--- src/rtl/lsuPkg.sv ---
package lsuPkg;

    // Program-order tag compared by signed difference so it may wrap
    typedef logic [7:0] SqN;

    typedef logic [7:0] WordAddr;
    typedef logic [9:0] ByteAddr;
    typedef logic [31:0] DataWord;
    typedef logic [3:0] ByteMask;

    typedef enum logic [1:0] {
        SIZE_BYTE,
        SIZE_HALF,
        SIZE_WORD
    } AccessSize;

    // Data is already placed in its byte lanes
    typedef struct packed {
        logic valid;
        SqN sqN;
        ByteAddr addr;
        DataWord data;
        ByteMask wmask;
    } StoreReq;

    typedef struct packed {
        logic valid;
        SqN sqN;
        ByteAddr addr;
        AccessSize size;
    } LoadReq;

    typedef struct packed {
        logic taken;
        SqN sqN;
    } BranchSquash;

    typedef struct packed {
        logic en;
        WordAddr addr;
        DataWord data;
        ByteMask wmask;
    } MemWrite;

endpackage

--- src/rtl/memArbiter.sv ---
`timescale 1ns/10ps

module memArbiter (
    input  lsuPkg::LoadReq  ldIn,
    input  lsuPkg::MemWrite headWrite,
    output logic            headGrant,
    output lsuPkg::WordAddr memAddr,
    output logic            memWe,
    output lsuPkg::DataWord memWdata,
    output lsuPkg::ByteMask memWmask
);

    logic ldPresent;

    // Loads always win the port
    assign ldPresent = ldIn.valid;
    assign headGrant = headWrite.en && !ldPresent;

    always_comb begin
        if (ldPresent) begin
            memAddr = ldIn.addr[9:2];
        end else begin
            memAddr = headWrite.addr;
        end
    end

    assign memWe = headGrant;
    assign memWdata = headWrite.data;
    assign memWmask = headGrant ? headWrite.wmask : 4'b0000;

endmodule

--- config.mk ---
export PLATFORM = sky130hd
export DESIGN_NAME = memArbiter
export DESIGN_NICKNAME = d
export VERILOG_FILES = /design/src/rtl/lsuPkg.sv /design/src/rtl/memArbiter.sv
export SDC_FILE = /design/constraint.sdc
export NUM_CORES = 1
export LEC_CHECK = 0
export ABC_AREA = 1
export BUFFER_PORTS_ARGS = -buffer_cell sky130_fd_sc_hd__buf_2
export CORE_AREA = 8 8 52 54
export DETAILED_ROUTE_END_ITERATION = 8
export DIE_AREA = 0 0 60 62
export PLACE_DENSITY = 0.86
export SLEW_MARGIN = 5
export SYNTH_ARGS = -nofsm -noshare
export SYNTH_HDL_FRONTEND = slang
export SYNTH_SLANG_ARGS = --single-unit
--- constraint.sdc ---
create_clock -name vclk -period 0.8
set_input_delay 0.04 -clock vclk [all_inputs]
set_output_delay 0.04 -clock vclk [all_outputs]
set_load 0.01 [all_outputs]
==> flow_summary.json <==
{
  "route.detailed.drc": 0,
  "worstPathMaxFanout": 9,
  "fillers": 226,
  "post_cts.resized_instances": 0,
  "cp.arrival_ps": 600,
  "final_setup_violation_count": 0,
  "rsz_0062_raised_after_global_routing": "false",
  "setup_crit_start_kind": "primary input",
  "worst_slack_ps": 157,
  "nets": 139,
  "drt_pre_antenna_iters": 3,
  "detailedRoute.firstIterationViolations": 4,
  "timing_hold_violations_final": 0,
  "finalSetupTns_ps": 0,
  "power_after_layout_w": 0.000201,
  "synthesis.instances": 69,
  "placement_rows": 16,
  "grt_first_pass_wirelength_mm": 1.79,
  "final_max_slew_viol_count": 0,
  "post-synth-top-area-cell": "sky130_fd_sc_hd__buf_4",
  "nFlopsAndLatches": 0,
  "io_buffers": 36,
  "fmax_mhz": 1550,
  "sequential_cell_area_um2": 0,
  "biggest_area_contributors_in_the_synthesized_netlist": "sky130_fd_sc_hd__buf_4, sky130_fd_sc_hd__nand2_1, sky130_fd_sc_hd__nand2_8, sky130_fd_sc_hd__inv_1, sky130_fd_sc_hd__nor2_2",
  "hpwl_mm": 1.19,
  "totalWireLength_mm": 1.30,
  "area.growth.synth_to_final_pct": -10.5,
  "fp.dieH_um": 62,
  "hp-class": "primary input to output pin",
  "ys_types": 8,
  "design.portCount": 112,
  "area_share_of_the_largest_cell_type_after_synthesis_pct": 57.7,
  "cts.hold.buffers_added": 0,
  "multiInputGateArea_um2": 140,
  "floorplan.core_area_um2": 1900,
  "timing.final.crit_period_ps": 643,
  "grt_antenna_before_repair": 0,
  "min_delay_worst_endpoint": "memWdata[11]",
  "number_of_maximum_capacitance_constraint_violations": 0,
  "power.density_cell_area_nw_per_um2": 523,
  "cts.repair_timing.setup_buffer_count": 0,
  "synth_area_um2": 429,
  "synth_fp_nets": 135,
  "vdd_ir_drop_max_v": 0.000139,
  "grt_start_max_net_pins": 10,
  "run_status": "complete, no violations",
  "worstHoldPathCells": 0,
  "element_type_at_the_critical_path_end": "output pin",
  "place_ws_ps": 140,
  "min_delay_src": "headWrite[15]",
  "clockBufferCount": 0,
  "drive_gt1_share_pct": 59.2,
  "grt.total_usage_pct": 6.15,
  "dieWidth_um": 60,
  "fp.dieArea_um2": 3720,
  "crit_required_ps": 760,
  "via_count": 352,
  "post_route_clock_period_utilization_pct": 80.4,
  "syn_avg_cell_area_um2": 6.22,
  "total_congestion_overflow": 0,
  "seq_area_frac_synth_pct": 0,
  "routed_via_density": 3.59,
  "ys.warnings.count": 0,
  "routabilityCongestion": 0.646,
  "wl_per_cell_um": 13.2,
  "timing.setup.critical_path_class": "primary input to output pin",
  "leakagePower_nw": 0.268,
  "antenna_cells_inserted": 0,
  "maxSlewHeadroom_pct": 85.2,
  "start_util_pct": 22.6,
  "postRouteAntennaNets": 0,
  "worstMarginPinSlew_ps": 222,
  "postLayoutCoreUtil_pct": 20.2,
  "number_of_global_route_vias_before_repair": 357
}
[where the power goes]
group | switching, W | internal [W]
Combinational | 0.000108 | 0.0000923
Clock | 0 | 0
Sequential | 0 | 0
Total | 0.000108 | 0.0000923
[per-layer routing]
metal  routed length, µm  track usage, %  vias up  part of all wire (%)
met5                   0               0        -                     0
li1                    -               -      172                     -
met1                 434            5.67      127                    34
met2                 527            10.0       35                    41
met3                 223            3.29       18                    17
met4                 108            5.10        0                   8.3
[cells in the final DEF, fill, tap and decap left out, drive strengths merged]
cell type,n
buf,36
inv,6
nor2,4
nand2,25
[layout make-up]
type,count,area share [%]
Inverter,6,7.82
Multi-Input combinational cell,29,36.5
Tap cell,27,8.79
Timing Repair Buffer,36,46.9
[kinds of logic after synthesis]
| kind of cell | share of synthesized area, % |
|---|---|
| buffers and inverters | 67.3 |
| and+or+nand+nor | 32.7 |
[worst max-delay path: stages]
cell	delay, ps
sky130_fd_sc_hd__buf_2	180
sky130_fd_sc_hd__inv_8	110
sky130_fd_sc_hd__nand2_8	70
sky130_fd_sc_hd__nor2_2	80
sky130_fd_sc_hd__buf_2	130
[per-stage QoR]
step	area (µm²)	std cells	hold slack, ps
after floorplan	429	69	169
after global placement	384	98	80.1
after detailed placement	384	98	80.1
after CTS	384	98	80.1
after global routing	384	98	80.0
final	384	98	80.0
[how the worst max path moves through the flow]
stage                        to  slack, ps  depth (start not counted)      from
floorplan                 memWe        230                          5  ldIn[20]
global placement     memAddr[7]        130                          5  ldIn[20]
detailed placement   memAddr[7]        140                          5  ldIn[20]
CTS                  memAddr[7]        140                          5  ldIn[20]
global route         memAddr[7]         90                          5  ldIn[20]
finish              memWmask[0]        160                          5  ldIn[20]
[cell usage after synthesis, drive strengths merged]
cell / n
inv: 6
nor2: 4
nand2: 25
buf: 34
Note: power is estimated with default switching activity, not from simulation.
