--- config.mk ---
export PLATFORM = sky130hd
export DESIGN_NAME = storeQueue
export DESIGN_NICKNAME = d
export VERILOG_FILES = /design/src/rtl/lsuPkg.sv /design/src/rtl/storeQueue.sv
export SDC_FILE = /design/constraint.sdc
export NUM_CORES = 1
export LEC_CHECK = 0
export BUFFER_PORTS_ARGS = -buffer_cell sky130_fd_sc_hd__buf_4
export CORE_MARGIN = 2
export CORE_UTILIZATION = 57
export CTS_CLUSTER_DIAMETER = 200
export DETAILED_ROUTE_END_ITERATION = 10
export GPL_ROUTABILITY_DRIVEN = 0
export HOLD_SLACK_MARGIN = 0.06
export PLACE_DENSITY = 0.81
export SKIP_LAST_GASP = 1
export SLEW_MARGIN = 20
export SYNTH_ARGS = -nofsm -noshare
export SYNTH_HDL_FRONTEND = slang
export SYNTH_SLANG_ARGS = --single-unit
--- constraint.sdc ---
create_clock -name clk -period 11.8 [get_ports clk]
set_input_delay 2.36 -clock clk [delete_from_list [all_inputs] [get_ports clk]]
set_output_delay 2.36 -clock clk [all_outputs]
set_load 0.02 [all_outputs]
--- src/rtl/lsuPkg.sv ---
package lsuPkg;

    // Program-order tag compared by signed difference so it may wrap
    typedef logic [7:0] SqN;

    typedef logic [7:0] WordAddr;
    typedef logic [9:0] ByteAddr;
    typedef logic [31:0] DataWord;
    typedef logic [3:0] ByteMask;

    typedef enum logic [1:0] {
        SIZE_BYTE,
        SIZE_HALF,
        SIZE_WORD
    } AccessSize;

    // Data is already placed in its byte lanes
    typedef struct packed {
        logic valid;
        SqN sqN;
        ByteAddr addr;
        DataWord data;
        ByteMask wmask;
    } StoreReq;

    typedef struct packed {
        logic valid;
        SqN sqN;
        ByteAddr addr;
        AccessSize size;
    } LoadReq;

    typedef struct packed {
        logic taken;
        SqN sqN;
    } BranchSquash;

    typedef struct packed {
        logic en;
        WordAddr addr;
        DataWord data;
        ByteMask wmask;
    } MemWrite;

endpackage

--- src/rtl/storeQueue.sv ---
`timescale 1ns/10ps

module storeQueue #(
    parameter int NUM_ENTRIES = 8
) (
    input  logic                clk,
    input  logic                rst,
    input  lsuPkg::StoreReq     stIn,
    input  lsuPkg::LoadReq      ldIn,
    input  lsuPkg::SqN          curSqN,
    input  lsuPkg::BranchSquash squash,
    input  logic                headGrant,
    output lsuPkg::MemWrite     headWrite,
    output lsuPkg::DataWord     fwdData,
    output lsuPkg::ByteMask     fwdMask,
    output logic                sqFull,
    output logic                sqEmpty
);

    localparam int CNT_WIDTH = $clog2(NUM_ENTRIES + 1);

    typedef struct packed {
        logic valid;
        logic ready;
        lsuPkg::SqN sqN;
        lsuPkg::WordAddr addr;
        lsuPkg::DataWord data;
        lsuPkg::ByteMask wmask;
    } SqEntry;

    // Entry 0 is the oldest store
    SqEntry entries [NUM_ENTRIES];
    SqEntry nxt [NUM_ENTRIES];
    logic [CNT_WIDTH-1:0] count;
    logic [CNT_WIDTH-1:0] tail;
    logic stAccept;

    // A store strobed together with a squash survives only if it is not younger
    assign stAccept = stIn.valid && !sqFull &&
        !(squash.taken && $signed(stIn.sqN - squash.sqN) > 0);

    always_comb begin
        nxt = entries;
        tail = count;

        for (int i = 0; i < NUM_ENTRIES; i++) begin
            if ($signed(curSqN - nxt[i].sqN) > 0)
                nxt[i].ready = 1'b1;
        end

        if (headGrant) begin
            for (int i = 0; i < NUM_ENTRIES - 1; i++) begin
                nxt[i] = nxt[i + 1];
            end
            nxt[NUM_ENTRIES - 1].valid = 1'b0;
            tail = tail - 1'b1;
        end

        // Squashed stores are always the youngest, so the tail just moves back
        if (squash.taken) begin
            for (int i = 0; i < NUM_ENTRIES; i++) begin
                if (nxt[i].valid && !nxt[i].ready &&
                    $signed(nxt[i].sqN - squash.sqN) > 0) begin
                    nxt[i].valid = 1'b0;
                    tail = tail - 1'b1;
                end
            end
        end

        if (stAccept) begin
            for (int i = 0; i < NUM_ENTRIES; i++) begin
                if (i == tail) begin
                    nxt[i].valid = 1'b1;
                    nxt[i].ready = $signed(curSqN - stIn.sqN) > 0;
                    nxt[i].sqN = stIn.sqN;
                    nxt[i].addr = stIn.addr[9:2];
                    nxt[i].data = stIn.data;
                    nxt[i].wmask = stIn.wmask;
                end
            end
            tail = tail + 1'b1;
        end
    end

    always_ff @(posedge clk) begin
        if (rst) begin
            for (int i = 0; i < NUM_ENTRIES; i++) begin
                entries[i].valid <= 1'b0;
            end
            count <= '0;
            sqFull <= 1'b0;
            sqEmpty <= 1'b1;
        end else begin
            entries <= nxt;
            count <= tail;
            sqFull <= (tail == NUM_ENTRIES);
            sqEmpty <= (tail == 0);
        end
    end

    assign headWrite.en = entries[0].valid && entries[0].ready;
    assign headWrite.addr = entries[0].addr;
    assign headWrite.data = entries[0].data;
    assign headWrite.wmask = entries[0].wmask;

    // Forwarding lookup where later entries override earlier ones
    always_comb begin
        case (ldIn.size)
            lsuPkg::SIZE_BYTE: fwdMask = ~(4'b0001 << ldIn.addr[1:0]);
            lsuPkg::SIZE_HALF: fwdMask = ldIn.addr[1] ? 4'b0011 : 4'b1100;
            default: fwdMask = 4'b0000;
        endcase
        fwdData = '0;

        for (int i = 0; i < NUM_ENTRIES; i++) begin
            if (entries[i].valid && entries[i].addr == ldIn.addr[9:2] &&
                ($signed(entries[i].sqN - ldIn.sqN) < 0 || entries[i].ready)) begin
                for (int b = 0; b < 4; b++) begin
                    if (entries[i].wmask[b]) begin
                        fwdData[8*b +: 8] = entries[i].data[8*b +: 8];
                        fwdMask[b] = 1'b1;
                    end
                end
            end
        end
    end

endmodule

==> results of run 1 <==
## cells in the mapped netlist (all sizes together) (5+ instances only)
master,number,area (sq um)
nand2b,47,294
a22oi,7,52.6
xor2,63,552
buf,94,629
edfxtp,424,12700
o2111ai,11,96.3
or2,10,62.6
o21a,14,105
a211oi,27,295
a211o,9,78.8
and2,17,106
nor3,29,145
nor4,28,194
nand3,45,225
o21ai,139,696
a21oi,163,816
nand4,46,288
a311oi,5,50.0
o211ai,60,455
o311a,5,50.1
xnor2,117,1030
o31ai,5,37.5
inv,149,559
dfxtp,14,280
nor2b,36,225
mux2i,86,861
mux2,658,7410
nor3b,8,60.1
clkbuf,92,345
or3,8,50.1
a31oi,9,56.3
ha,181,2260
and3,11,68.8
fa,18,360
o22ai,35,219
nor2,146,548
a21o,51,383
nand2,180,676
## per-stage QoR
stage | hold WS (ps) | instances | setup slack [ps] | total power, uW | area (sq um)
after floorplan | 564 | 3134 | 46.7 | 3340 | 34200
after global placement | 664 | 3927 | 1650 | 3640 | 35800
after detailed placement | 681 | 3927 | 1320 | 3740 | 35800
after CTS | 693 | 4010 | 1960 | 5180 | 37300
after global routing | 724 | 4011 | 1240 | 5420 | 37300
final | 693 | 4012 | 1670 | 5210 | 37300
## placed cells by master, fill, tap and decap left out, types with 51 or more instances in the layout
| cell | Yosys | final |
|---|---|---|
| sky130_fd_sc_hd__xor2_1 | 63 | 63 |
| sky130_fd_sc_hd__o211ai_1 | 59 | 59 |
| sky130_fd_sc_hd__xnor2_1 | 116 | 116 |
| sky130_fd_sc_hd__mux2_2 | 472 | 472 |
| sky130_fd_sc_hd__ha_1 | 181 | 181 |
| sky130_fd_sc_hd__edfxtp_1 | 424 | 424 |
| sky130_fd_sc_hd__buf_4 | 66 | 202 |
| sky130_fd_sc_hd__nor2_1 | 146 | 145 |
| sky130_fd_sc_hd__a21oi_1 | 163 | 163 |
| sky130_fd_sc_hd__o21ai_0 | 138 | 138 |
| sky130_fd_sc_hd__mux2i_1 | 86 | 86 |
| sky130_fd_sc_hd__a21o_1 | 51 | 51 |
| sky130_fd_sc_hd__mux2_1 | 186 | 186 |
| sky130_fd_sc_hd__inv_1 | 148 | 147 |
| sky130_fd_sc_hd__nand2_1 | 180 | 180 |
## worst max-delay path: stages
cell	delay, ps
sky130_fd_sc_hd__buf_4	260
sky130_fd_sc_hd__inv_1	470
sky130_fd_sc_hd__fa_1	600
sky130_fd_sc_hd__nand2b_1	180
sky130_fd_sc_hd__a21oi_1	180
sky130_fd_sc_hd__nor3_1	80
sky130_fd_sc_hd__a2111oi_0	670
sky130_fd_sc_hd__a31oi_1	350
sky130_fd_sc_hd__a211oi_2	560
sky130_fd_sc_hd__inv_1	270
sky130_fd_sc_hd__nand4_1	160
sky130_fd_sc_hd__o221ai_1	120
sky130_fd_sc_hd__or4b_1	550
sky130_fd_sc_hd__nand3_1	180
sky130_fd_sc_hd__xor2_1	210
sky130_fd_sc_hd__ha_1	260
sky130_fd_sc_hd__nand3_1	70
sky130_fd_sc_hd__o21ai_0	70
sky130_fd_sc_hd__a21oi_1	390
sky130_fd_sc_hd__ha_1	270
sky130_fd_sc_hd__nand2_1	140
sky130_fd_sc_hd__inv_1	120
sky130_fd_sc_hd__nand2_1	100
sky130_fd_sc_hd__nor4_1	210
sky130_fd_sc_hd__a211oi_1	180
sky130_fd_sc_hd__nor2_4	900
sky130_fd_sc_hd__buf_4	450
## logic make-up (layout without fill, tap and decap cells)
family                     Yosys count  after routing  share of synthesized area [%]
and+or+nand+nor                    634            634                           9.19
other                                0              2                              0
adders and majority gates          200            200                           7.71
AOI/OAI and AO/OA                  597            597                           11.4
buffers and inverters              337            440                           4.51
DFF                                438            438                           38.1
xor gates and xnor gates           184            184                           4.90
muxes                              744            744                           24.2
## registers in the layout, summed over array words and instances, names as in the netlist
name       count
sqEmpty        1
sqFull         1
headWrite     44
count          4
entries      388
## worst paths after layout
path                              startpoint      endpoint  cells after the start
worst min register to register  entries[251]  entries[305]                      2
worst max register to register  entries[152]   entries[14]                     26
worst min-delay path            entries[251]  entries[305]                      2
worst max-delay path               curSqN[1]   entries[14]                     27
## cell type report
| class | instances | area share (%) |
|---|---|---|
| Inverter | 151 | 1.54 |
| Clock buffer | 60 | 3.29 |
| Antenna cell | 2 | 0.0134 |
| Clock inverter | 23 | 0.658 |
| Tap cell | 773 | 2.59 |
| Sequential cell | 438 | 34.9 |
| Multi-Input combinational cell | 2359 | 52.7 |
| Timing Repair Buffer | 206 | 4.27 |
## report_power, final
part	internal (uW)	switching [uW]
Sequential	1990	165
Combinational	737	871
Clock	804	647
Total	3530	1680
## routing by layer
layer	track usage, %	vias up	routed length (microns)
met3	5.64	318	7810
met4	14.6	4	4900
li1	-	11900	-
met1	38.0	12600	38000
met2	49.1	1199	44300
met5	0	-	22
==> impl_metrics.csv, run 1 <==
group,metric,value,unit
synth,synth_warnings,0,
critical_path,rrSetupSlack,3660,ps
timing,finalMaxSlewViolations,0,
route,drt_wl_total,95100,microns
power,p_leak,0.0146,uW
floorplan,die_width,249,microns
synth,register_bit_total_from_synthesis,438,
grt,grt.total_usage,29.9,%
route,routed_wire_per_std_cell,23.7,microns
route,detailroute.via_count,26000,
route,final_antenna_net_count,0,
synth,synth_seq_area_share,38.1,%
synth,synth.cell_area,34200,sq um
critical_path,cp_data_arrival_time,10410,ps
placement,hpwlAfterDp,64200,microns
floorplan,floorplan.rows,89,
route,detailedRoute.firstPassIterationCount,6,
cts,clock_insertion_delay_worst_skew,620,ps
critical_path,critical_path.startpoint_type,"primary input",
floorplan,initial_utilization,57.8,%
grt,largest_net_degree_at_the_start_of_global_routing,171,
layout,multi_input_gate_area_in_the_final_layout,19700,sq um
timing,slew-limit-headroom,23.8,%
power,power.ir.vdd_worst,122,uV
layout,p_r_area_growth_vs_syn,9.03,%
run_status,run_status,"finished clean",
cts,post-cts-setup-buffer-count,0,
synth,postSynthNetCount,3429,
floorplan,core_area,59100,sq um
power,power_density,140,nW/um^2
timing,timing.final.setup_violations,0,
synth,edff_count_synth,424,
route,detail_route.iter0.violations,2441,
floorplan,die_height,249,microns
synth,synth_async_sr_flop_share,0,%
cts,cts_hold_repair.buffers,0,
critical_path,worst_ep_required_time,12080,ps
synth,post_synth_num_cell_types,91,
grt,first_global_vias,26300,
timing,layout_worst_path_cycle_share,85.9,%
timing,maximum_achievable_frequency,98.7,MHz
cts,cts_tree,"built",
grt,grt.overflow.total,0,
cts,tritoncts.num_buffers,47,
layout,layout.core_utilization,63.0,%
timing,setup_repair_after_global_routing_missed_its_margin,"false",
timing,hold_viol_final,0,
route,post-route-drc-count,0,
job,drv_cap,0,
layout,layout-drive-gt1-share,23.8,%
route,post_drt_via_cell_ratio,6.48,
synth,netlist_instances,3134,
synth,post_synth.cell_area_avg,10.9,sq um
timing,finalWorstPathRequiredPeriod,10130,ps
hold_path,hold_class,"reg2reg",
placement,numPortBuffers,175,
grt,antenna_found_initial,4,
cts,htreeDepth,2,
synth,synth_top_flop_cell,"sky130_fd_sc_hd__edfxtp_1",
critical_path,timing.critical_path.fanout_max,24,
critical_path,crit_type,"in2reg",
cts,cts_repair_resize_count,0,
cts,clock-root-buffer,"sky130_fd_sc_hd__clkbuf_16",
floorplan,io_pins,179,
layout,seqCellArea,13000,sq um
timing,finalSetupTns,0,ps
cts,cts_max_path_buffers,3,
floorplan,design.die.area,62000,sq um
cts,cts.reportedPaths.clkPinSlew,60,ps
cts,cts_sink_cnt,438,
layout,finalNetCount,3498,
grt,wire_length_of_the_first_global_routing_pass,147000,microns
critical_path,crit_path_end_kind,"flip-flop",
timing,timing_worst_slew_pin_value,1140,ps
timing,worst_clock_skew,23.8,ps
layout,fillerInstances,4394,
(Power assumes the default switching activity.)
==> run 2, diff against run 1 <==
--- a/config.mk
+++ b/config.mk
@@ -13,6 +13,7 @@
 export GPL_ROUTABILITY_DRIVEN = 0
 export HOLD_SLACK_MARGIN = 0.06
 export PLACE_DENSITY = 0.81
+export RECOVER_POWER = 25
 export SKIP_LAST_GASP = 1
 export SLEW_MARGIN = 20
 export SYNTH_ARGS = -nofsm -noshare
==> impl_metrics.csv, run 2 (synthesis gave the netlist of run 1 again) <==
group,metric,value,unit
cts,cts.reportedPaths.clkPinSlew,60,ps
layout,mostFrequentLayoutCells,"sky130_fd_sc_hd__mux2_2 (472), sky130_fd_sc_hd__edfxtp_1 (424), sky130_fd_sc_hd__mux2_1 (186), sky130_fd_sc_hd__ha_1 (181), sky130_fd_sc_hd__nand2_1 (180)",
cts,post-cts-setup-buffer-count,0,
grt,antenna_found_initial,4,
route,post-route-drc-count,0,
placement,place_ws,1320,ps
critical_path,worst_ep_required_time,12090,ps
cts,cts_sink_cnt,438,
critical_path,cp_slowest_stage_delay,900,ps
timing,timing.final.setup_violations,0,
timing,finalWorstPathRequiredPeriod,10150,ps
placement,dpl.cell_count,3927,
floorplan,io_pins,179,
cts,tritoncts.num_buffers,47,
cts,cts_max_path_buffers,3,
placement,numPortBuffers,175,
cts,cts_repair_resize_count,0,
timing,setup_repair_after_global_routing_missed_its_margin,"false",
layout,multi_input_gate_area_in_the_final_layout,19700,sq um
timing,worst_clock_skew,22.4,ps
floorplan,die_height,249,microns
critical_path,timing.critical_path.slowest_stage_cell,"sky130_fd_sc_hd__nor2_4",
critical_path,critical_path_buf_inv_count,5,
timing,timing_worst_slew_pin_value,5690,ps
floorplan,design.die.area,62000,sq um
route,detailroute.via_count,26000,
power,p_leak,0.0143,uW
power,power.ir.vdd_worst,121,uV
timing,finalSetupTns,0,ps
hold_path,hold_start,"entries[192]",
layout,layout.core_utilization,62.4,%
critical_path,crit_path_end_kind,"flip-flop",
critical_path,crit_type,"in2reg",
grt,grt.total_usage,29.9,%
critical_path,crit_top_cell,"sky130_fd_sc_hd__inv_1",
timing,maximum_achievable_frequency,98.5,MHz
run_status,violations_in_the_final_reports,"capacitance limit, slew limit",
route,routed_wire_per_std_cell,23.7,microns
grt,wire_length_of_the_first_global_routing_pass,147000,microns
timing,slew-limit-headroom,-279,%
placement,hpwlAfterDp,64200,microns
layout,p_r_area_growth_vs_syn,7.95,%
power,power_density,141,nW/um^2
cts,cts_tree,"built",
floorplan,floorplan.rows,89,
layout,regMostFlops,"entries",
run_status,run_status,"finished, violations left",
critical_path,critPathTopFamily,"simple AND/OR/NAND/NOR gates",
timing,hold_viol_final,0,
critical_path,cp_data_arrival_time,10440,ps
layout,layout-drive-gt1-share,20.8,%
critical_path,timing.critical_path.fanout_max,24,
floorplan,die_width,249,microns
route,detailedRoute.firstPassIterationCount,6,
job,drv_cap,1,
hold_path,hold_class,"reg2reg",
layout,finalNetCount,3498,
cts,cts_hold_repair.buffers,0,
cts,clock-root-buffer,"sky130_fd_sc_hd__clkbuf_16",
floorplan,initial_utilization,57.8,%
timing,final_critical_path_setup_slack,1650,ps
layout,fin_cells,4012,
critical_path,critical_path.startpoint_type,"primary input",
route,detail_route.iter0.violations,2510,
grt,first_global_vias,26300,
cts,htreeDepth,2,
route,drt_wl_total,95100,microns
cts,clock_insertion_delay_worst_skew,620,ps
grt,largest_net_degree_at_the_start_of_global_routing,171,
floorplan,core_area,59100,sq um
layout,seqCellArea,13000,sq um
critical_path,timing.rr.start,"entries[152]",
route,final_antenna_net_count,0,
critical_path,timing.critical_path.from,"curSqN[1]",
route,post_drt_via_cell_ratio,6.48,
timing,hold-worst-slack,695,ps
layout,final_common_cell,"sky130_fd_sc_hd__mux2_2",
layout,fillerInstances,4493,
grt,grt.overflow.total,0,
timing,layout_worst_path_cycle_share,86.0,%
timing,finalMaxSlewViolations,125,
layout,largest_reg_flops,388,
## run 2: cell count changes in the layout (fill, tap and decap cells not counted)
cell	before	now
sky130_fd_sc_hd__clkinvlp_2	0	1
sky130_fd_sc_hd__inv_8	1	0
sky130_fd_sc_hd__and2_1	16	15
sky130_fd_sc_hd__clkbuf_1	13	110
sky130_fd_sc_hd__buf_4	202	105
sky130_fd_sc_hd__and2_0	1	2
## run 2: metrics by stage
step / total power (uW) / instance area [sq um]
2_1_floorplan: 3340 / 34200
3_3_place_gp: 3640 / 35800
3_5_place_dp: 3740 / 35800
4_1_cts: 5180 / 37300
5_1_grt: 5400 / 36900
6_report: 5190 / 36900
## run 2: final timing paths
kind	slack (ps)	endpoint	cells after the start
setup / recovery	1650	entries[14]	27
hold / removal	690	entries[246]	3
setup reg to reg	3620	entries[14]	26
hold reg to reg	690	entries[246]	3
## run 2: worst reg2reg max path, delay by kind of cell (launching register included)
kind / cells / cell delay (ps)
AND/OR/NAND/NOR: 10 / 2590
buffers and inverters: 3 / 840
AO/OA/AOI/OAI: 8 / 2540
flip-flops: 1 / 470
XOR/XNOR: 1 / 210
adder cells (fa/ha/maj): 4 / 1180
## run 2: per-layer routing
| layer | share of wire [%] | GRT usage [%] |
|---|---|---|
| met1 | 40 | 38.0 |
| met2 | 47 | 49.1 |
| met3 | 8.1 | 5.64 |
| met4 | 5.1 | 14.6 |
| met5 | 0.023 | 0 |
## run 2: power by group
| part | internal (uW) | total (uW) | switching, uW | leakage (uW) |
|---|---|---|---|---|
| clock | 804 | 1450 | 651 | 0.000707 |
| sequential | 1990 | 2150 | 165 | 0.00422 |
| combinational | 711 | 1580 | 868 | 0.00935 |
| total | 3500 | 5190 | 1680 | 0.0143 |
## run 2: area by class of cell
cell class / count / area share (%)
timing repair buffer: 206 / 3.33
inverter: 151 / 1.54
tap: 773 / 2.62
multi-input combinational: 2359 / 53.3
antenna: 2 / 0.0136
clock buffer: 60 / 3.32
clock inverter: 23 / 0.664
sequential: 438 / 35.3
==> run 3, diff against run 2 <==
--- a/config.mk
+++ b/config.mk
@@ -6,8 +6,11 @@
 export NUM_CORES = 1
 export LEC_CHECK = 0
 export BUFFER_PORTS_ARGS = -buffer_cell sky130_fd_sc_hd__buf_4
+export CELL_PAD_IN_SITES_DETAIL_PLACEMENT = 0
+export CELL_PAD_IN_SITES_GLOBAL_PLACEMENT = 1
+export CORE_ASPECT_RATIO = 2
 export CORE_MARGIN = 2
-export CORE_UTILIZATION = 57
+export CORE_UTILIZATION = 46
 export CTS_CLUSTER_DIAMETER = 200
 export DETAILED_ROUTE_END_ITERATION = 10
 export GPL_ROUTABILITY_DRIVEN = 0
==> impl_metrics.csv, run 3 (synthesis gave the netlist of run 1 again) <==
group,metric,value,unit
floorplan,die_height,390,microns
floorplan,design.die.area,76700,sq um
route,detailroute.via_count,25800,
critical_path,crit_type,"in2reg",
cts,cts_hold_repair.buffers,0,
timing,worst_clock_skew,45.6,ps
route,detail_route.iter0.violations,1764,
layout,layout.core_utilization,50.4,%
hold_path,hold_class,"reg2reg",
timing,maximum_achievable_frequency,101,MHz
timing,finalSetupTns,0,ps
floorplan,io_pins,179,
power,power_density,141,nW/um^2
grt,antenna_found_initial,4,
power,power.ir.vdd_worst,126,uV
timing,finalWorstPathRequiredPeriod,9870,ps
run_status,violations_in_the_final_reports,"capacitance limit, slew limit",
cts,cts.reportedPaths.clkPinSlew,60,ps
floorplan,floorplan.rows,141,
route,drt_wl_total,105000,microns
layout,finalNetCount,3498,
grt,grt.total_usage,26.8,%
power,p_leak,0.0143,uW
timing,slew-limit-headroom,-280,%
cts,clock_insertion_delay_worst_skew,600,ps
placement,hpwlAfterDp,74500,microns
layout,regMostFlops,"entries",
critical_path,timing.rr.start,"entries[206]",
timing,final_critical_path_setup_slack,1930,ps
cts,post-cts-setup-buffer-count,0,
cts,cts_repair_resize_count,0,
timing,timing_worst_slew_pin_value,5670,ps
critical_path,cp_data_arrival_time,10030,ps
critical_path,timing.critical_path.from,"rst",
cts,cts_tree,"built",
cts,tritoncts.num_buffers,43,
grt,first_global_vias,27000,
cts,cts_max_path_buffers,3,
critical_path,critical_path.startpoint_type,"primary input",
route,post_drt_via_cell_ratio,6.18,
critical_path,crit_path_end_kind,"flip-flop",
timing,setup_repair_after_global_routing_missed_its_margin,"false",
floorplan,die_width,197,microns
layout,mostFrequentLayoutCells,"sky130_fd_sc_hd__mux2_2 (472), sky130_fd_sc_hd__edfxtp_1 (424), sky130_fd_sc_hd__mux2_1 (186), sky130_fd_sc_hd__ha_1 (181), sky130_fd_sc_hd__nand2_1 (180)",
layout,largest_reg_flops,388,
cts,htreeDepth,2,
critical_path,timing.critical_path.fanout_max,122,
hold_path,hold_start,"entries[53]",
layout,p_r_area_growth_vs_syn,8.72,%
route,final_antenna_net_count,0,
timing,hold-worst-slack,669,ps
route,detailedRoute.firstPassIterationCount,8,
floorplan,initial_utilization,46.4,%
cts,clock-root-buffer,"sky130_fd_sc_hd__clkbuf_16",
grt,grt.overflow.total,0,
layout,layout-drive-gt1-share,21.1,%
critical_path,worst_ep_required_time,11960,ps
timing,finalMaxSlewViolations,123,
timing,timing.final.setup_violations,0,
placement,place_ws,1590,ps
floorplan,core_area,73700,sq um
route,routed_wire_per_std_cell,25.1,microns
power,totalPowerFinal,5240,uW
placement,numPortBuffers,175,
route,post-route-drc-count,0,
timing,layout_worst_path_cycle_share,83.6,%
run_status,run_status,"finished, violations left",
grt,largest_net_degree_at_the_start_of_global_routing,188,
timing,hold_viol_final,0,
job,drv_cap,1,
cts,cts_sink_cnt,438,
grt,wire_length_of_the_first_global_routing_pass,157000,microns
layout,final_common_cell,"sky130_fd_sc_hd__mux2_2",
## run 3: changes by cell type in the layout (fill, tap and decap cells not counted), moves of 3 or more
cell,previous run,this run
sky130_fd_sc_hd__nor4_2,5,8
sky130_fd_sc_hd__clkbuf_16,47,43
sky130_fd_sc_hd__nor4_1,23,20
sky130_fd_sc_hd__clkbuf_1,110,105
sky130_fd_sc_hd__bufinv_16,3,7
## run 3: worst paths after layout
kind                                       to  slack [ps]  depth (start not counted)
worst max register to register  headWrite[10]        3990                         26
worst min-delay path              entries[53]         670                          3
worst min register to register    entries[53]         670                          3
worst max-delay path              entries[61]        1930                          3
## run 3: metrics by stage
stage | cells | cell area (sq um)
after floorplan | 3134 | 34200
after global placement | 4087 | 36000
after detailed placement | 4087 | 36100
after CTS | 4166 | 37500
after global routing | 4166 | 37200
final | 4168 | 37200
## run 3: metal layers
metal | vias up | GRT usage (%) | part of all wire (%)
met2 | 923 | 50.0 | 52
met4 | 4 | 17.9 | 7.7
li1 | 11900 | - | -
met3 | 380 | 4.55 | 5.7
met5 | - | 0 | 0.028
met1 | 12600 | 27.0 | 35
## run 3: report_power, final
group | switching (uW) | internal [uW] | leakage [uW]
combinational | 882 | 714 | 0.00936
clock | 649 | 837 | 0.000714
sequential | 168 | 1990 | 0.00422
total | 1700 | 3540 | 0.0143
## run 3: worst max-delay path, stage by stage
cell	delay [ps]
sky130_fd_sc_hd__clkbuf_1	780
sky130_fd_sc_hd__clkinvlp_2	4760
sky130_fd_sc_hd__buf_4	1960
## run 3: layout make-up
cell class / instances / area, sq um
Fill cell: 6645 / 36600
Multi-Input combinational cell: 2359 / 19700
Sequential cell: 438 / 13000
Timing Repair Buffer: 210 / 1260
Tap cell: 929 / 1160
Clock buffer: 50 / 1110
Inverter: 151 / 568
Clock inverter: 29 / 370
Antenna cell: 2 / 5.00
