**config.mk**
```make
export PLATFORM = sky130hd
export DESIGN_NAME = loadUnit
export DESIGN_NICKNAME = d
export VERILOG_FILES = /design/src/rtl/lsuPkg.sv /design/src/rtl/loadUnit.sv
export SDC_FILE = /design/constraint.sdc
export NUM_CORES = 1
export LEC_CHECK = 0
export BUFFER_PORTS_ARGS = -buffer_cell sky130_fd_sc_hd__buf_4
export CAP_MARGIN = 10
export CORE_MARGIN = 2
export CORE_UTILIZATION = 40
export CTS_CLUSTER_SIZE = 28
export DETAILED_ROUTE_END_ITERATION = 16
export PLACE_DENSITY = 0.72
export SLEW_MARGIN = 25
export SYNTH_ARGS = -nofsm -noshare
export SYNTH_HDL_FRONTEND = slang
export SYNTH_SLANG_ARGS = --single-unit
export TNS_END_PERCENT = 50
```
**constraint.sdc**
```tcl
create_clock -name clk -period 1.3 [get_ports clk]
set_input_delay 0.065 -clock clk [delete_from_list [all_inputs] [get_ports clk]]
set_output_delay 0.065 -clock clk [all_outputs]
set_load 0.005 [all_outputs]
```
**src/rtl/lsuPkg.sv**
```systemverilog
package lsuPkg;

    // Program-order tag compared by signed difference so it may wrap
    typedef logic [7:0] SqN;

    typedef logic [7:0] WordAddr;
    typedef logic [9:0] ByteAddr;
    typedef logic [31:0] DataWord;
    typedef logic [3:0] ByteMask;

    typedef enum logic [1:0] {
        SIZE_BYTE,
        SIZE_HALF,
        SIZE_WORD
    } AccessSize;

    // Data is already placed in its byte lanes
    typedef struct packed {
        logic valid;
        SqN sqN;
        ByteAddr addr;
        DataWord data;
        ByteMask wmask;
    } StoreReq;

    typedef struct packed {
        logic valid;
        SqN sqN;
        ByteAddr addr;
        AccessSize size;
    } LoadReq;

    typedef struct packed {
        logic taken;
        SqN sqN;
    } BranchSquash;

    typedef struct packed {
        logic en;
        WordAddr addr;
        DataWord data;
        ByteMask wmask;
    } MemWrite;

endpackage

```
**src/rtl/loadUnit.sv**
```systemverilog
`timescale 1ns/10ps

module loadUnit (
    input  logic            clk,
    input  logic            rst,
    input  lsuPkg::LoadReq  ldIn,
    input  lsuPkg::DataWord fwdData,
    input  lsuPkg::ByteMask fwdMask,
    input  lsuPkg::DataWord rdData,
    output logic            ldDone,
    output lsuPkg::DataWord ldData
);

    logic s1Valid;
    logic [1:0] s1Off;
    lsuPkg::AccessSize s1Size;
    lsuPkg::DataWord s1FwdData;
    lsuPkg::ByteMask s1FwdMask;
    lsuPkg::DataWord merged;
    lsuPkg::DataWord shifted;
    lsuPkg::DataWord result;

    always_ff @(posedge clk) begin
        if (rst) begin
            s1Valid <= 1'b0;
            ldDone <= 1'b0;
        end else begin
            s1Valid <= ldIn.valid;
            ldDone <= s1Valid;
        end
    end

    always_ff @(posedge clk) begin
        s1Off <= ldIn.addr[1:0];
        s1Size <= ldIn.size;
        s1FwdData <= fwdData;
        s1FwdMask <= fwdMask;
        ldData <= result;
    end

    // Queue bytes win over memory bytes
    always_comb begin
        for (int b = 0; b < 4; b++) begin
            merged[8*b +: 8] = s1FwdMask[b] ? s1FwdData[8*b +: 8] : rdData[8*b +: 8];
        end
        shifted = merged >> {s1Off, 3'b000};
        case (s1Size)
            lsuPkg::SIZE_BYTE: result = {24'b0, shifted[7:0]};
            lsuPkg::SIZE_HALF: result = {16'b0, shifted[15:0]};
            default: result = shifted;
        endcase
    end

endmodule

```
==> results of run 1 <==
metrics by stage:
step           instance area [sq um]  util, %  instances  total power, uW  setup TNS (ns)
4_1_cts                         4000     68.3        439             5160        -0.00438
6_report                        4090     69.8        440             5160               0
2_1_floorplan                   2390        -        196             2760               0
3_5_place_dp                    3340     57.1        381             3150           -1.66
3_3_place_gp                    3340     57.1        381             3130          -0.626
5_1_grt                         4090     69.8        440             5400               0
cell families (layout without fill, tap and decap cells):
kind of cell	count (synthesis)	count (layout)
AND/OR/NAND/NOR	45	45
flip-flops	74	74
buffers and inverters	13	182
AO/OA/AOI/OAI	32	32
multiplexers	32	32
layout make-up:
class / count / area [sq um] / area share, %
flip-flops and latches: 74 / 1490 / 36.4
repair buffers: 166 / 1370 / 33.5
multi-input cells: 109 / 916 / 22.4
clock buffers: 11 / 141 / 3.46
well taps: 75 / 93.8 / 2.30
clock inverters: 5 / 77.6 / 1.90
what timing repair did:
action | CTS | global route
hold buffers | 42 | 1
resized for setup | 5 | 17
setup endpoints to repair | 16 | 17
endpoints found under the hold margin | 42 | 1
pin swaps | 0 | 0
tightest hold or removal path: cells and delay by family:
kind | cells | cell delay, ns
muxes | 1 | 0.07
and+or+nand+nor | 1 | 0.08
buffers and inverters | 1 | 0.09
sequential cells by signal, indices dropped and copies added, names as in the netlist:
signal,cells
s1FwdMask,4
ldDone,1
s1Size,2
s1Valid,1
s1FwdData,32
s1Off,2
ldData,32
where the power goes:
group	internal [uW]	switching, uW	total (uW)
Clock	1130	789	1920
Combinational	496	278	774
Sequential	2410	56.1	2470
Total	4040	1120	5160
routing by layer:
layer / track usage, % / vias to the layer above / part of all wire [%]
li1: - / 1030 / -
met1: 22.7 / 939 / 41
met2: 31.3 / 79 / 52
met3: 5.56 / 2 / 6.4
met4: 9.15 / 0 / 0.26
met5: 0 / - / 0
cell usage in the layout (no fill, tap or decap), types with 2 or more instances in the layout:
master / instances
sky130_fd_sc_hd__a211oi_1: 8
sky130_fd_sc_hd__a22oi_1: 8
sky130_fd_sc_hd__buf_4: 121
sky130_fd_sc_hd__bufinv_16: 2
sky130_fd_sc_hd__clkbuf_8: 10
sky130_fd_sc_hd__clkinv_2: 2
sky130_fd_sc_hd__dfxtp_1: 70
sky130_fd_sc_hd__dfxtp_2: 4
sky130_fd_sc_hd__dlygate4sd3_1: 43
sky130_fd_sc_hd__mux2_2: 8
sky130_fd_sc_hd__mux2i_1: 15
sky130_fd_sc_hd__mux2i_2: 4
sky130_fd_sc_hd__mux2i_4: 5
sky130_fd_sc_hd__nand2_1: 2
sky130_fd_sc_hd__nand2b_1: 2
sky130_fd_sc_hd__nand3_1: 16
sky130_fd_sc_hd__nor2_1: 13
sky130_fd_sc_hd__nor2b_1: 6
sky130_fd_sc_hd__o211a_1: 8
sky130_fd_sc_hd__o221ai_1: 8
how the worst max path moves through the flow:
stage	from	end	slack [ns]	cells after the start
6_report	s1FwdMask[1]	ldData[0]	0.08	4
5_1_grt	s1FwdMask[1]	ldData[1]	0.009	4
4_1_cts	s1FwdMask[3]	ldData[1]	-0.004	4
3_5_place_dp	s1Off[1]	ldData[12]	-0.22	3
3_3_place_gp	s1Off[1]	ldData[8]	-0.12	3
2_1_floorplan	s1FwdMask[1]	ldData[3]	0.16	3
==> results.txt, run 1 <==
Crit Path Category: reg2reg
Diode count: 0
Leading post-synthesis cells by instance count: sky130_fd_sc_hd__dfxtp_1 (74), sky130_fd_sc_hd__mux2i_1 (24), sky130_fd_sc_hd__nand3_1 (16)
Clk sinks: 74
Routed via count: 2050
Wire length of the first global-routing pass: 9200 um
Synthesized instance count: 196
Final period demand of the worst path: 1.22 ns
Number of maximum-capacitance constraint violations: 0
Average cell area after synthesis: 12.2 sq um
Multiplexer share of the synthesized area: 13.8%
Critical path data required time: 1.53 ns
Startpoint of the tightest hold check path: rdData[28]
Max H-tree Level: 3
Leakage power summed over all cells: 0.00186 uW
Hold WC Path Type: in2reg
Dominant cell by count in the synthesized netlist: sky130_fd_sc_hd__dfxtp_1
Peak supply drop: 0.874 mV
Cell taking the most area after synthesis: sky130_fd_sc_hd__dfxtp_1
Average via count per standard cell: 4.66
CTS Buf Count: 9
Number of flops mapped to enable cells by yosys: 0
Nets: 451
Library cell used as clock root buffer: sky130_fd_sc_hd__clkbuf_8
TritonCTS clock tree: yes
Result of the run: completed
Number of antenna violations at the first check in global routing: 0
Post-route ant nets: 0
Cell chain of the critical path: buf_4 > mux2i_1 > a22oi_1 > o211a_1
Combinational family with the most area after synthesis: multiplexers
Top cell type's share of synthesized area: 62.1%
All-layer global routing usage: 19.0%
Cells taking the most area after synthesis: sky130_fd_sc_hd__dfxtp_1 (62%), sky130_fd_sc_hd__mux2i_1 (10%), sky130_fd_sc_hd__mux2_2 (3.8%), sky130_fd_sc_hd__nand3_1 (3.4%), sky130_fd_sc_hd__o211a_1 (3.4%)
Startpoint of the worst register-to-register path: s1FwdMask[1]
Slew @ Worst Pin: 0.424 ns
Post-synthesis cell type count: 20
DIE AREA: 0.00660 sq mm
Nature of the critical path startpoint: flip-flop
HPWL after detailed placement: 4500 um
DRC viols: 0
Maximum clock insertion buffer count: 2
Period utilization: 94.0%
Layout filler cell count: 433
Count of buffers added by post-CTS timing repair for setup: 0
Pin count of the biggest net entering global routing: 17
Vias in the first global route: 2000
Post-Synth Adder-Cell Area: 0%
Die span in x: 81.3 um
Final wirelength: 6220 um
Area share of and/or/nand/nor cells after synthesis: 9.54%
Number of I/O pins: 124
Clock insertion delay at the later pin of the skew report: 0.33 ns
Die Height: 81.3 um
Hold Crit Endpoint: ldData[28]
Initial Util: 40.8%
Final number of hold-violating endpoints: 0
Layout cell share with drive strength beyond 1: 44.7%
Setup Viol. Count Final: 0
Nature of the critical path endpoint: flip-flop
Critical-path maximum fanout: 5
Seq/Total Area, Yosys: 62.1%
FF+latch count, synth: 74
Total of warnings raised by yosys: 0
Crit-path slowest cell: sky130_fd_sc_hd__dfxtp_1
Final setup margin: 0.0780 ns
Number of port buffers: 107
Worst Hold Depth: 3
Synthesized-area fraction occupied by ao, oa, aoi and oai cells: 11.3%
Number of optimization iterations in the first detailed-route pass: 4
Share of synthesized flip-flops with an asynchronous set or reset: 0%
Routed WL per cell: 14.1 um
Syn-to-layout area delta: 71.1%
Row count: 28
Highest attainable clock frequency: 818 MHz
Remaining Overflow, GRT: 0
Cell Pwr Density: 1260 mW/mm^2
Post-synthesis share of cell area spent on xor and xnor gates: 0%
Number of DRC markers after the initial detailed-route iteration: 122
WHS: 0.00931 ns
Netlist area before placement: 0.00239 sq mm
Worst flop-to-flop path endpoint: ldData[0]
Crit-path leading delay family: flip-flops
Final setup skew: 0.00616 ns
Global placement routability congestion: 0.840
Most instantiated flip-flop cell in the synthesis netlist: sky130_fd_sc_hd__dfxtp_1
WP buf/inv: 1
Arrival time of data at the critical path endpoint: 1.45 ns
Depth of the worst register-to-register path: 4
Worst-case setup slack after placement: -0.216 ns
RSZ-0062 raised after global routing: no
Total core area: 0.00585 sq mm
Clock Pin Slew Worst Setup and Hold Paths: 0.07 ns
Post-synthesis net count: 287
Critical path's largest stage delay: 0.36 ns
Max-slew violation total from the final report: 0
Flop-to-flop setup slack: 0.08 ns
Max-slew headroom: 70.9%
Power figures use the tool's default switching activity.
==> run 2: changes to the inputs <==
--- a/config.mk
+++ b/config.mk
@@ -11,7 +11,9 @@
 export CORE_UTILIZATION = 40
 export CTS_CLUSTER_SIZE = 28
 export DETAILED_ROUTE_END_ITERATION = 16
+export MAX_ROUTING_LAYER = met4
 export PLACE_DENSITY = 0.72
+export REMOVE_ABC_BUFFERS = 1
 export SLEW_MARGIN = 25
 export SYNTH_ARGS = -nofsm -noshare
 export SYNTH_HDL_FRONTEND = slang
==> run 2 against run 1 <==
  * Largest cell class unchanged
  * Non-clock buffer count grew 2
  * Utilization fell by 2.3 points
  * Sequential cell count unchanged
==> results.txt, run 2 (synthesized netlist as in run 1, its figures left out) <==
Largest registers: ldData x32, s1FwdData x32, s1FwdMask x4 (unchanged)
Final setup skew: 0.0132 ns (was 0.00616 ns)
Max-slew headroom: 72.8% (was 70.9%)
Nature of the critical path startpoint: flip-flop (unchanged)
Hold WC Path Type: in2reg (unchanged)
Max H-tree Level: 3 (unchanged)
Number of antenna violations at the first check in global routing: 0 (unchanged)
Highest-count cells in the layout ignoring fill and taps: sky130_fd_sc_hd__buf_4 (126), sky130_fd_sc_hd__dfxtp_1 (73), sky130_fd_sc_hd__dlygate4sd3_1 (42), sky130_fd_sc_hd__mux2i_1 (22), sky130_fd_sc_hd__nand3_1 (16) (was sky130_fd_sc_hd__buf_4 (121), sky130_fd_sc_hd__dfxtp_1 (70), sky130_fd_sc_hd__dlygate4sd3_1 (43), sky130_fd_sc_hd__nand3_1 (16), sky130_fd_sc_hd__mux2i_1 (15))
Leakage power summed over all cells: 0.00185 uW (was 0.00186 uW)
Area post-placement: 0.00335 sq mm (was 0.00334 sq mm)
Vias in the first global route: 2098 (was 2000)
Cell chain of the critical path: buf_4 > mux2i_1 > nand3_1 > o211a_1 (was buf_4 > mux2i_1 > a22oi_1 > o211a_1)
Cell internal pwr: 3630 uW (was 4040 uW)
Syn-to-layout area delta: 65.6% (was 71.1%)
DIE AREA: 0.00660 sq mm (unchanged)
Layout filler cell count: 483 (was 433)
Crit-path leading delay family: multiplexers (was flip-flops)
Part of the total power dissipated in combinational logic: 15.9% (was 15.0%)
Final period demand of the worst path: 1.28 ns (was 1.22 ns)
Result of the run: completed (unchanged)
Post-layout power: 4710 uW (was 5160 uW)
Setup Viol. Count Final: 0 (unchanged)
Period utilization: 98.5% (was 94.0%)
Highest attainable clock frequency: 781 MHz (was 818 MHz)
Critical path's largest stage delay: 0.40 ns (was 0.36 ns)
Maximum clock insertion buffer count: 2 (unchanged)
Number of DRC markers after the initial detailed-route iteration: 86 (was 122)
Peak supply drop: 0.749 mV (was 0.874 mV)
Diode count: 0 (unchanged)
Row count: 28 (unchanged)
Number of optimization iterations in the first detailed-route pass: 4 (unchanged)
First element of the critical path: s1FwdMask[3] (was s1FwdMask[1])
Relative contribution of sequential cells to total power: 52.3% (was 47.9%)
Clk sinks: 74 (unchanged)
Pin count of the biggest net entering global routing: 19 (was 17)
CTS Buf Count: 9 (unchanged)
Cell Pwr Density: 1190 mW/mm^2 (was 1260 mW/mm^2)
Routed via count: 2084 (was 2050)
Die Height: 81.3 um (unchanged)
Slew @ Worst Pin: 0.396 ns (was 0.424 ns)
Library cell used as clock root buffer: sky130_fd_sc_hd__clkbuf_8 (unchanged)
Average via count per standard cell: 4.71 (was 4.66)
Crit-path slowest cell: sky130_fd_sc_hd__mux2i_1 (was sky130_fd_sc_hd__dfxtp_1)
All-layer global routing usage: 19.6% (was 19.0%)
Total core area: 0.00585 sq mm (unchanged)
Number of port buffers: 107 (unchanged)
WP buf/inv: 1 (unchanged)
Initial Util: 40.8% (unchanged)
HPWL after detailed placement: 4410 um (was 4500 um)
Final number of hold-violating endpoints: 0 (unchanged)
Wire length of the first global-routing pass: 9300 um (was 9200 um)
RSZ-0062 raised after global routing: yes (was no)
Clock Pin Slew Worst Setup and Hold Paths: 0.07 ns (about the same)
Critical-path maximum fanout: 5 (unchanged)
DRC viols: 0 (unchanged)
Arrival time of data at the critical path endpoint: 1.51 ns (was 1.45 ns)
Routed WL per cell: 14.0 um (was 14.1 um)
Crit Path Category: reg2reg (unchanged)
Count of buffers added by post-CTS timing repair for setup: 0 (unchanged)
Most common library cell in the layout ignoring fill and taps: sky130_fd_sc_hd__buf_4 (unchanged)
Net switching share of the total power: 23.0% (was 21.8%)
Global placement routability congestion: 0.825 (was 0.840)
Final non-filler cell area: 0.00395 sq mm (was 0.00409 sq mm)
Number of maximum-capacitance constraint violations: 0 (unchanged)
Clock insertion delay at the later pin of the skew report: 0.34 ns (was 0.33 ns)
Layout cell share with drive strength beyond 1: 42.0% (was 44.7%)
Startpoint of the worst register-to-register path: s1FwdMask[3] (was s1FwdMask[1])
Nature of the critical path endpoint: flip-flop (unchanged)
Startpoint of the tightest hold check path: rdData[30] (was rdData[28])
Remaining Overflow, GRT: 0 (unchanged)
TritonCTS clock tree: yes (unchanged)
Critical path data required time: 1.53 ns (about the same)
Max-slew violation total from the final report: 0 (unchanged)
Number of I/O pins: 124 (unchanged)
Nets: 453 (was 451)
Net switching power of the design: 1080 uW (was 1120 uW)
Final wirelength: 6210 um (was 6220 um)
Post-route ant nets: 0 (unchanged)
Proportion of power drawn by the clock network: 31.8% (was 37.1%)
Die span in x: 81.3 um (unchanged)
==> run 2: cell count changes in the layout (fill, tap and decap cells not counted), sizes merged <==
cell	change
bufinv	-2
clkbuf	+2
clkinvlp	-1
clkinv	+1
dlygate4sd3	-1
buf	+3
==> run 2: path summary, 6_finish.rpt <==
path	to	slack (ns)	cells after the start
max	ldData[1]	0.02	4
min	ldData[30]	0.04	3
max reg2reg	ldData[1]	0.02	4
min reg2reg	ldDone	0.45	1
==> run 2: worst min-delay path: cells and delay by family <==
kind / cells / cell delay [ns]
and+or+nand+nor: 1 / 0.09
buffers and inverters: 1 / 0.08
muxes: 1 / 0.10
==> run 2: repair_timing <==
| action | CTS | global route |
|---|---|---|
| endpoints found under the setup margin | 8 | 13 |
| endpoints found under the hold margin | 42 | 0 |
| gates resized for setup | 1 | 5 |
| pin swaps | 0 | 0 |
| hold buffers | 42 | 0 |
==> run 2: layer usage <==
layer | vias up | track usage, % | routed length [um]
met5 | - | - | 0
met4 | 0 | 10.3 | 143
met3 | 14 | 5.56 | 364
met2 | 87 | 32.3 | 3160
met1 | 949 | 21.6 | 2540
li1 | 1034 | - | -
==> run 2: stage by stage <==
stage	TNS [ns]	hold WS, ns	utilization (%)	std cells	setup WS (ns)
2_1_floorplan	-4.21	0.0927	-	183	-0.352
3_3_place_gp	-0.266	0.170	57.2	384	-0.0550
3_5_place_dp	-0.570	0.171	57.2	384	-0.125
4_1_cts	0	0.0596	67.3	442	0.00804
5_1_grt	-0.183	0.0333	67.6	442	-0.0335
6_report	0	0.0356	67.6	442	0.0193
==> run 2: area by class of cell <==
cell class	count	area [sq um]	area share [%]
Sequential cell	74	1480	37.5
Timing Repair Buffer	168	1370	34.6
Clock buffer	13	149	3.77
Tap cell	75	93.8	2.37
Multi-Input combinational cell	109	846	21.4
Clock inverter	3	15.0	0.380
==> run 2: power groups by stage <==
stage | clock network, uW | logic, uW | registers [uW]
detailed placement | 0 | 637 | 2510
global placement | 0 | 627 | 2510
global route | 1650 | 810 | 2470
finish | 1500 | 749 | 2460
CTS | 1540 | 740 | 2460
floorplan | 0 | 204 | 2540
==> run 3: changes to the inputs <==
--- a/config.mk
+++ b/config.mk
@@ -12,7 +12,8 @@
 export CTS_CLUSTER_SIZE = 28
 export DETAILED_ROUTE_END_ITERATION = 16
 export MAX_ROUTING_LAYER = met4
-export PLACE_DENSITY = 0.72
+export PLACE_DENSITY_LB_ADDON = 0.25
+export RECOVER_POWER = 25
 export REMOVE_ABC_BUFFERS = 1
 export SLEW_MARGIN = 25
 export SYNTH_ARGS = -nofsm -noshare
==> run 3 against run 2 <==
  * Clock-buffer cell count decreased by 3
  * Setup slack got worse by 0.011 ns
  * Via count decreased by 0.53%
  * Global-route usage increased by 1.1 points
  * Design area increased by 0.13%
  * Critical endpoint unchanged
  * Sequential cell count unchanged
  * Critical path depth unchanged
  * Die area unchanged
  * Critical path type unchanged
  * Cell count decreased by 1.6%
  * Clock skew decreased by 0.0051 ns
  * Power decreased by 0.35%
==> results.txt, run 3 (synthesized netlist as in run 1, its figures left out) <==
Total area of multi-input combinational cells: 846 sq um (unchanged)
Post-route ant nets: 0 (unchanged)
First element of the critical path: s1FwdMask[3] (unchanged)
Number of optimization iterations in the first detailed-route pass: 5 (was 4)
Routed via count: 2073 (was 2084)
Cell internal pwr: 3600 uW (was 3630 uW)
Max-slew violation total from the final report: 0 (unchanged)
Final period demand of the worst path: 1.29 ns (was 1.28 ns)
Nature of the critical path endpoint: flip-flop (unchanged)
Worst-case setup slack after placement: 0.0199 ns (was -0.125 ns)
Maximum clock insertion buffer count: 2 (unchanged)
Nets: 448 (was 453)
All-layer global routing usage: 20.8% (was 19.6%)
DRC viols: 0 (unchanged)
Crit Path Category: reg2reg (unchanged)
Clock insertion delay at the later pin of the skew report: 0.34 ns (about the same)
Number of port buffers: 107 (unchanged)
Largest registers: ldData x32, s1FwdData x32, s1FwdMask x4 (unchanged)
Routed WL per cell: 14.6 um (was 14.0 um)
Number of antenna violations at the first check in global routing: 0 (unchanged)
Final number of hold-violating endpoints: 0 (unchanged)
Critical-path maximum fanout: 8 (was 5)
Part of the total power dissipated in combinational logic: 16.0% (was 15.9%)
Wire length of the first global-routing pass: 9710 um (was 9300 um)
Layout cell share with drive strength beyond 1: 41.7% (was 42.0%)
Result of the run: completed (unchanged)
Remaining Overflow, GRT: 0 (unchanged)
Arrival time of data at the critical path endpoint: 1.53 ns (was 1.51 ns)
Grt peak-use layer: met2 (unchanged)
Clock Pin Slew Worst Setup and Hold Paths: 0.07 ns (about the same)
Clk sinks: 74 (unchanged)
Final wirelength: 6350 um (was 6210 um)
Row count: 28 (unchanged)
Relative contribution of sequential cells to total power: 52.5% (was 52.3%)
Startpoint of the tightest hold check path: rdData[30] (unchanged)
Global-route met2 utilization: 35.7% (was 32.3%)
Highest-count cells in the layout ignoring fill and taps: sky130_fd_sc_hd__buf_4 (92), sky130_fd_sc_hd__dfxtp_1 (74), sky130_fd_sc_hd__dlygate4sd3_1 (42), sky130_fd_sc_hd__clkbuf_4 (25), sky130_fd_sc_hd__mux2i_1 (20) (was sky130_fd_sc_hd__buf_4 (126), sky130_fd_sc_hd__dfxtp_1 (73), sky130_fd_sc_hd__dlygate4sd3_1 (42), sky130_fd_sc_hd__mux2i_1 (22), sky130_fd_sc_hd__nand3_1 (16))
Cell Pwr Density: 1190 mW/mm^2 (about the same)
Initial Util: 40.8% (unchanged)
HPWL after detailed placement: 4500 um (was 4410 um)
Fraction of met3 tracks used by global routing: 6.67% (was 5.56%)
Post-layout power: 4690 uW (was 4710 uW)
Die Height: 81.3 um (unchanged)
Peak supply drop: 0.696 mV (was 0.749 mV)
Flip-flop and latch area: 0.00148 sq mm (about the same)
Startpoint of the worst register-to-register path: s1FwdMask[3] (unchanged)
Number of maximum-capacitance constraint violations: 0 (unchanged)
Most common library cell in the layout ignoring fill and taps: sky130_fd_sc_hd__buf_4 (unchanged)
Final setup margin: 0.00832 ns (was 0.0193 ns)
Number of DRC markers after the initial detailed-route iteration: 155 (was 86)
Proportion of power drawn by the clock network: 31.5% (was 31.8%)
Die span in x: 81.3 um (unchanged)
RSZ-0062 raised after global routing: yes (unchanged)
Critical path data required time: 1.54 ns (was 1.53 ns)
Diode count: 0 (unchanged)
Net switching power of the design: 1090 uW (was 1080 uW)
Vias in the first global route: 2105 (was 2098)
CTS Buf Count: 9 (unchanged)
Count of buffers added by post-CTS timing repair for setup: 0 (unchanged)
Met1 Track Usage GR: 22.9% (was 21.6%)
Average via count per standard cell: 4.77 (was 4.71)
Period utilization: 99.4% (was 98.5%)
Nature of the critical path startpoint: flip-flop (unchanged)
Highest attainable clock frequency: 774 MHz (was 781 MHz)
TritonCTS clock tree: yes (unchanged)
Number of I/O pins: 124 (unchanged)
Library cell used as clock root buffer: sky130_fd_sc_hd__clkbuf_8 (unchanged)
Pin count of the biggest net entering global routing: 26 (was 19)
Net switching share of the total power: 23.2% (was 23.0%)
Total core area: 0.00585 sq mm (unchanged)
Max-slew headroom: 70.0% (was 72.8%)
Setup Viol. Count Final: 0 (unchanged)
Max H-tree Level: 3 (unchanged)
Final setup skew: 0.00803 ns (was 0.0132 ns)
Hold WC Path Type: in2reg (unchanged)
DIE AREA: 0.00660 sq mm (unchanged)
Syn-to-layout area delta: 65.8% (was 65.6%)
Layout filler cell count: 441 (was 483)
Global placement routability congestion: 0.836 (was 0.825)
Leakage power summed over all cells: 0.00184 uW (was 0.00185 uW)
Slew @ Worst Pin: 0.438 ns (was 0.396 ns)
## run 3: changes by cell type in the layout (fill, tap and decap cells not counted), moves of 2 or more
| cell | delta |
|---|---|
| sky130_fd_sc_hd__mux2i_2 | +2 |
| sky130_fd_sc_hd__mux2i_1 | -2 |
| sky130_fd_sc_hd__buf_4 | -34 |
| sky130_fd_sc_hd__clkbuf_4 | +25 |
| sky130_fd_sc_hd__clkbuf_1 | -3 |
| sky130_fd_sc_hd__buf_12 | +4 |
## run 3: critical path, stage by stage, from the launching register on
cell                      delay [ns]
sky130_fd_sc_hd__dfxtp_1        0.36
sky130_fd_sc_hd__buf_12         0.15
sky130_fd_sc_hd__mux2i_1        0.42
sky130_fd_sc_hd__nand3_1        0.14
sky130_fd_sc_hd__o211a_1        0.12
## run 3: area by class of cell
type                    instances  area share (%)
clock buffers                  10            3.48
multi-input cells             109            21.4
repair buffers                163            34.8
flip-flops and latches         74            37.4
well taps                      75            2.37
clock inverters                 4           0.506
## run 3: path summary, 6_finish.rpt
path / end / slack [ns] / cells past startpoint
setup / recovery: ldData[1] / 0.008 / 4
hold / removal: ldData[30] / 0.03 / 3
setup reg to reg: ldData[1] / 0.008 / 4
hold reg to reg: ldDone / 0.47 / 1
## run 3: power groups by stage
stage / registers (uW) / logic, uW / clock network (uW)
floorplan: 2540 / 204 / 0
global placement: 2510 / 634 / 0
detailed placement: 2520 / 643 / 0
CTS: 2460 / 745 / 1510
global route: 2480 / 811 / 1620
finish: 2460 / 749 / 1480
## run 3: layer usage
metal | up-vias | wire, um
met2 | 96 | 3250
li1 | 1022 | -
met4 | 0 | 83
met1 | 948 | 2520
met5 | - | 0
met3 | 7 | 495
## run 3: through the flow
stage	setup TNS, ns	hold slack (ns)	area (sq um)	utilization [%]	cells
finish	0	0.0265	3960	67.6	435
detailed placement	0	0.171	3360	57.5	379
global route	-0.107	0.0438	3960	67.6	435
CTS	0	0.0599	3940	67.3	435
global placement	0	0.170	3360	57.5	379
floorplan	-4.21	0.0927	2310	-	183
## run 3: repair_timing
item                                    in CTS  in global routing
endpoints found under the setup margin       0                 16
hold buffers                                42                  0
hold endpoints to repair                    42                  0
resized for setup                            0                  5
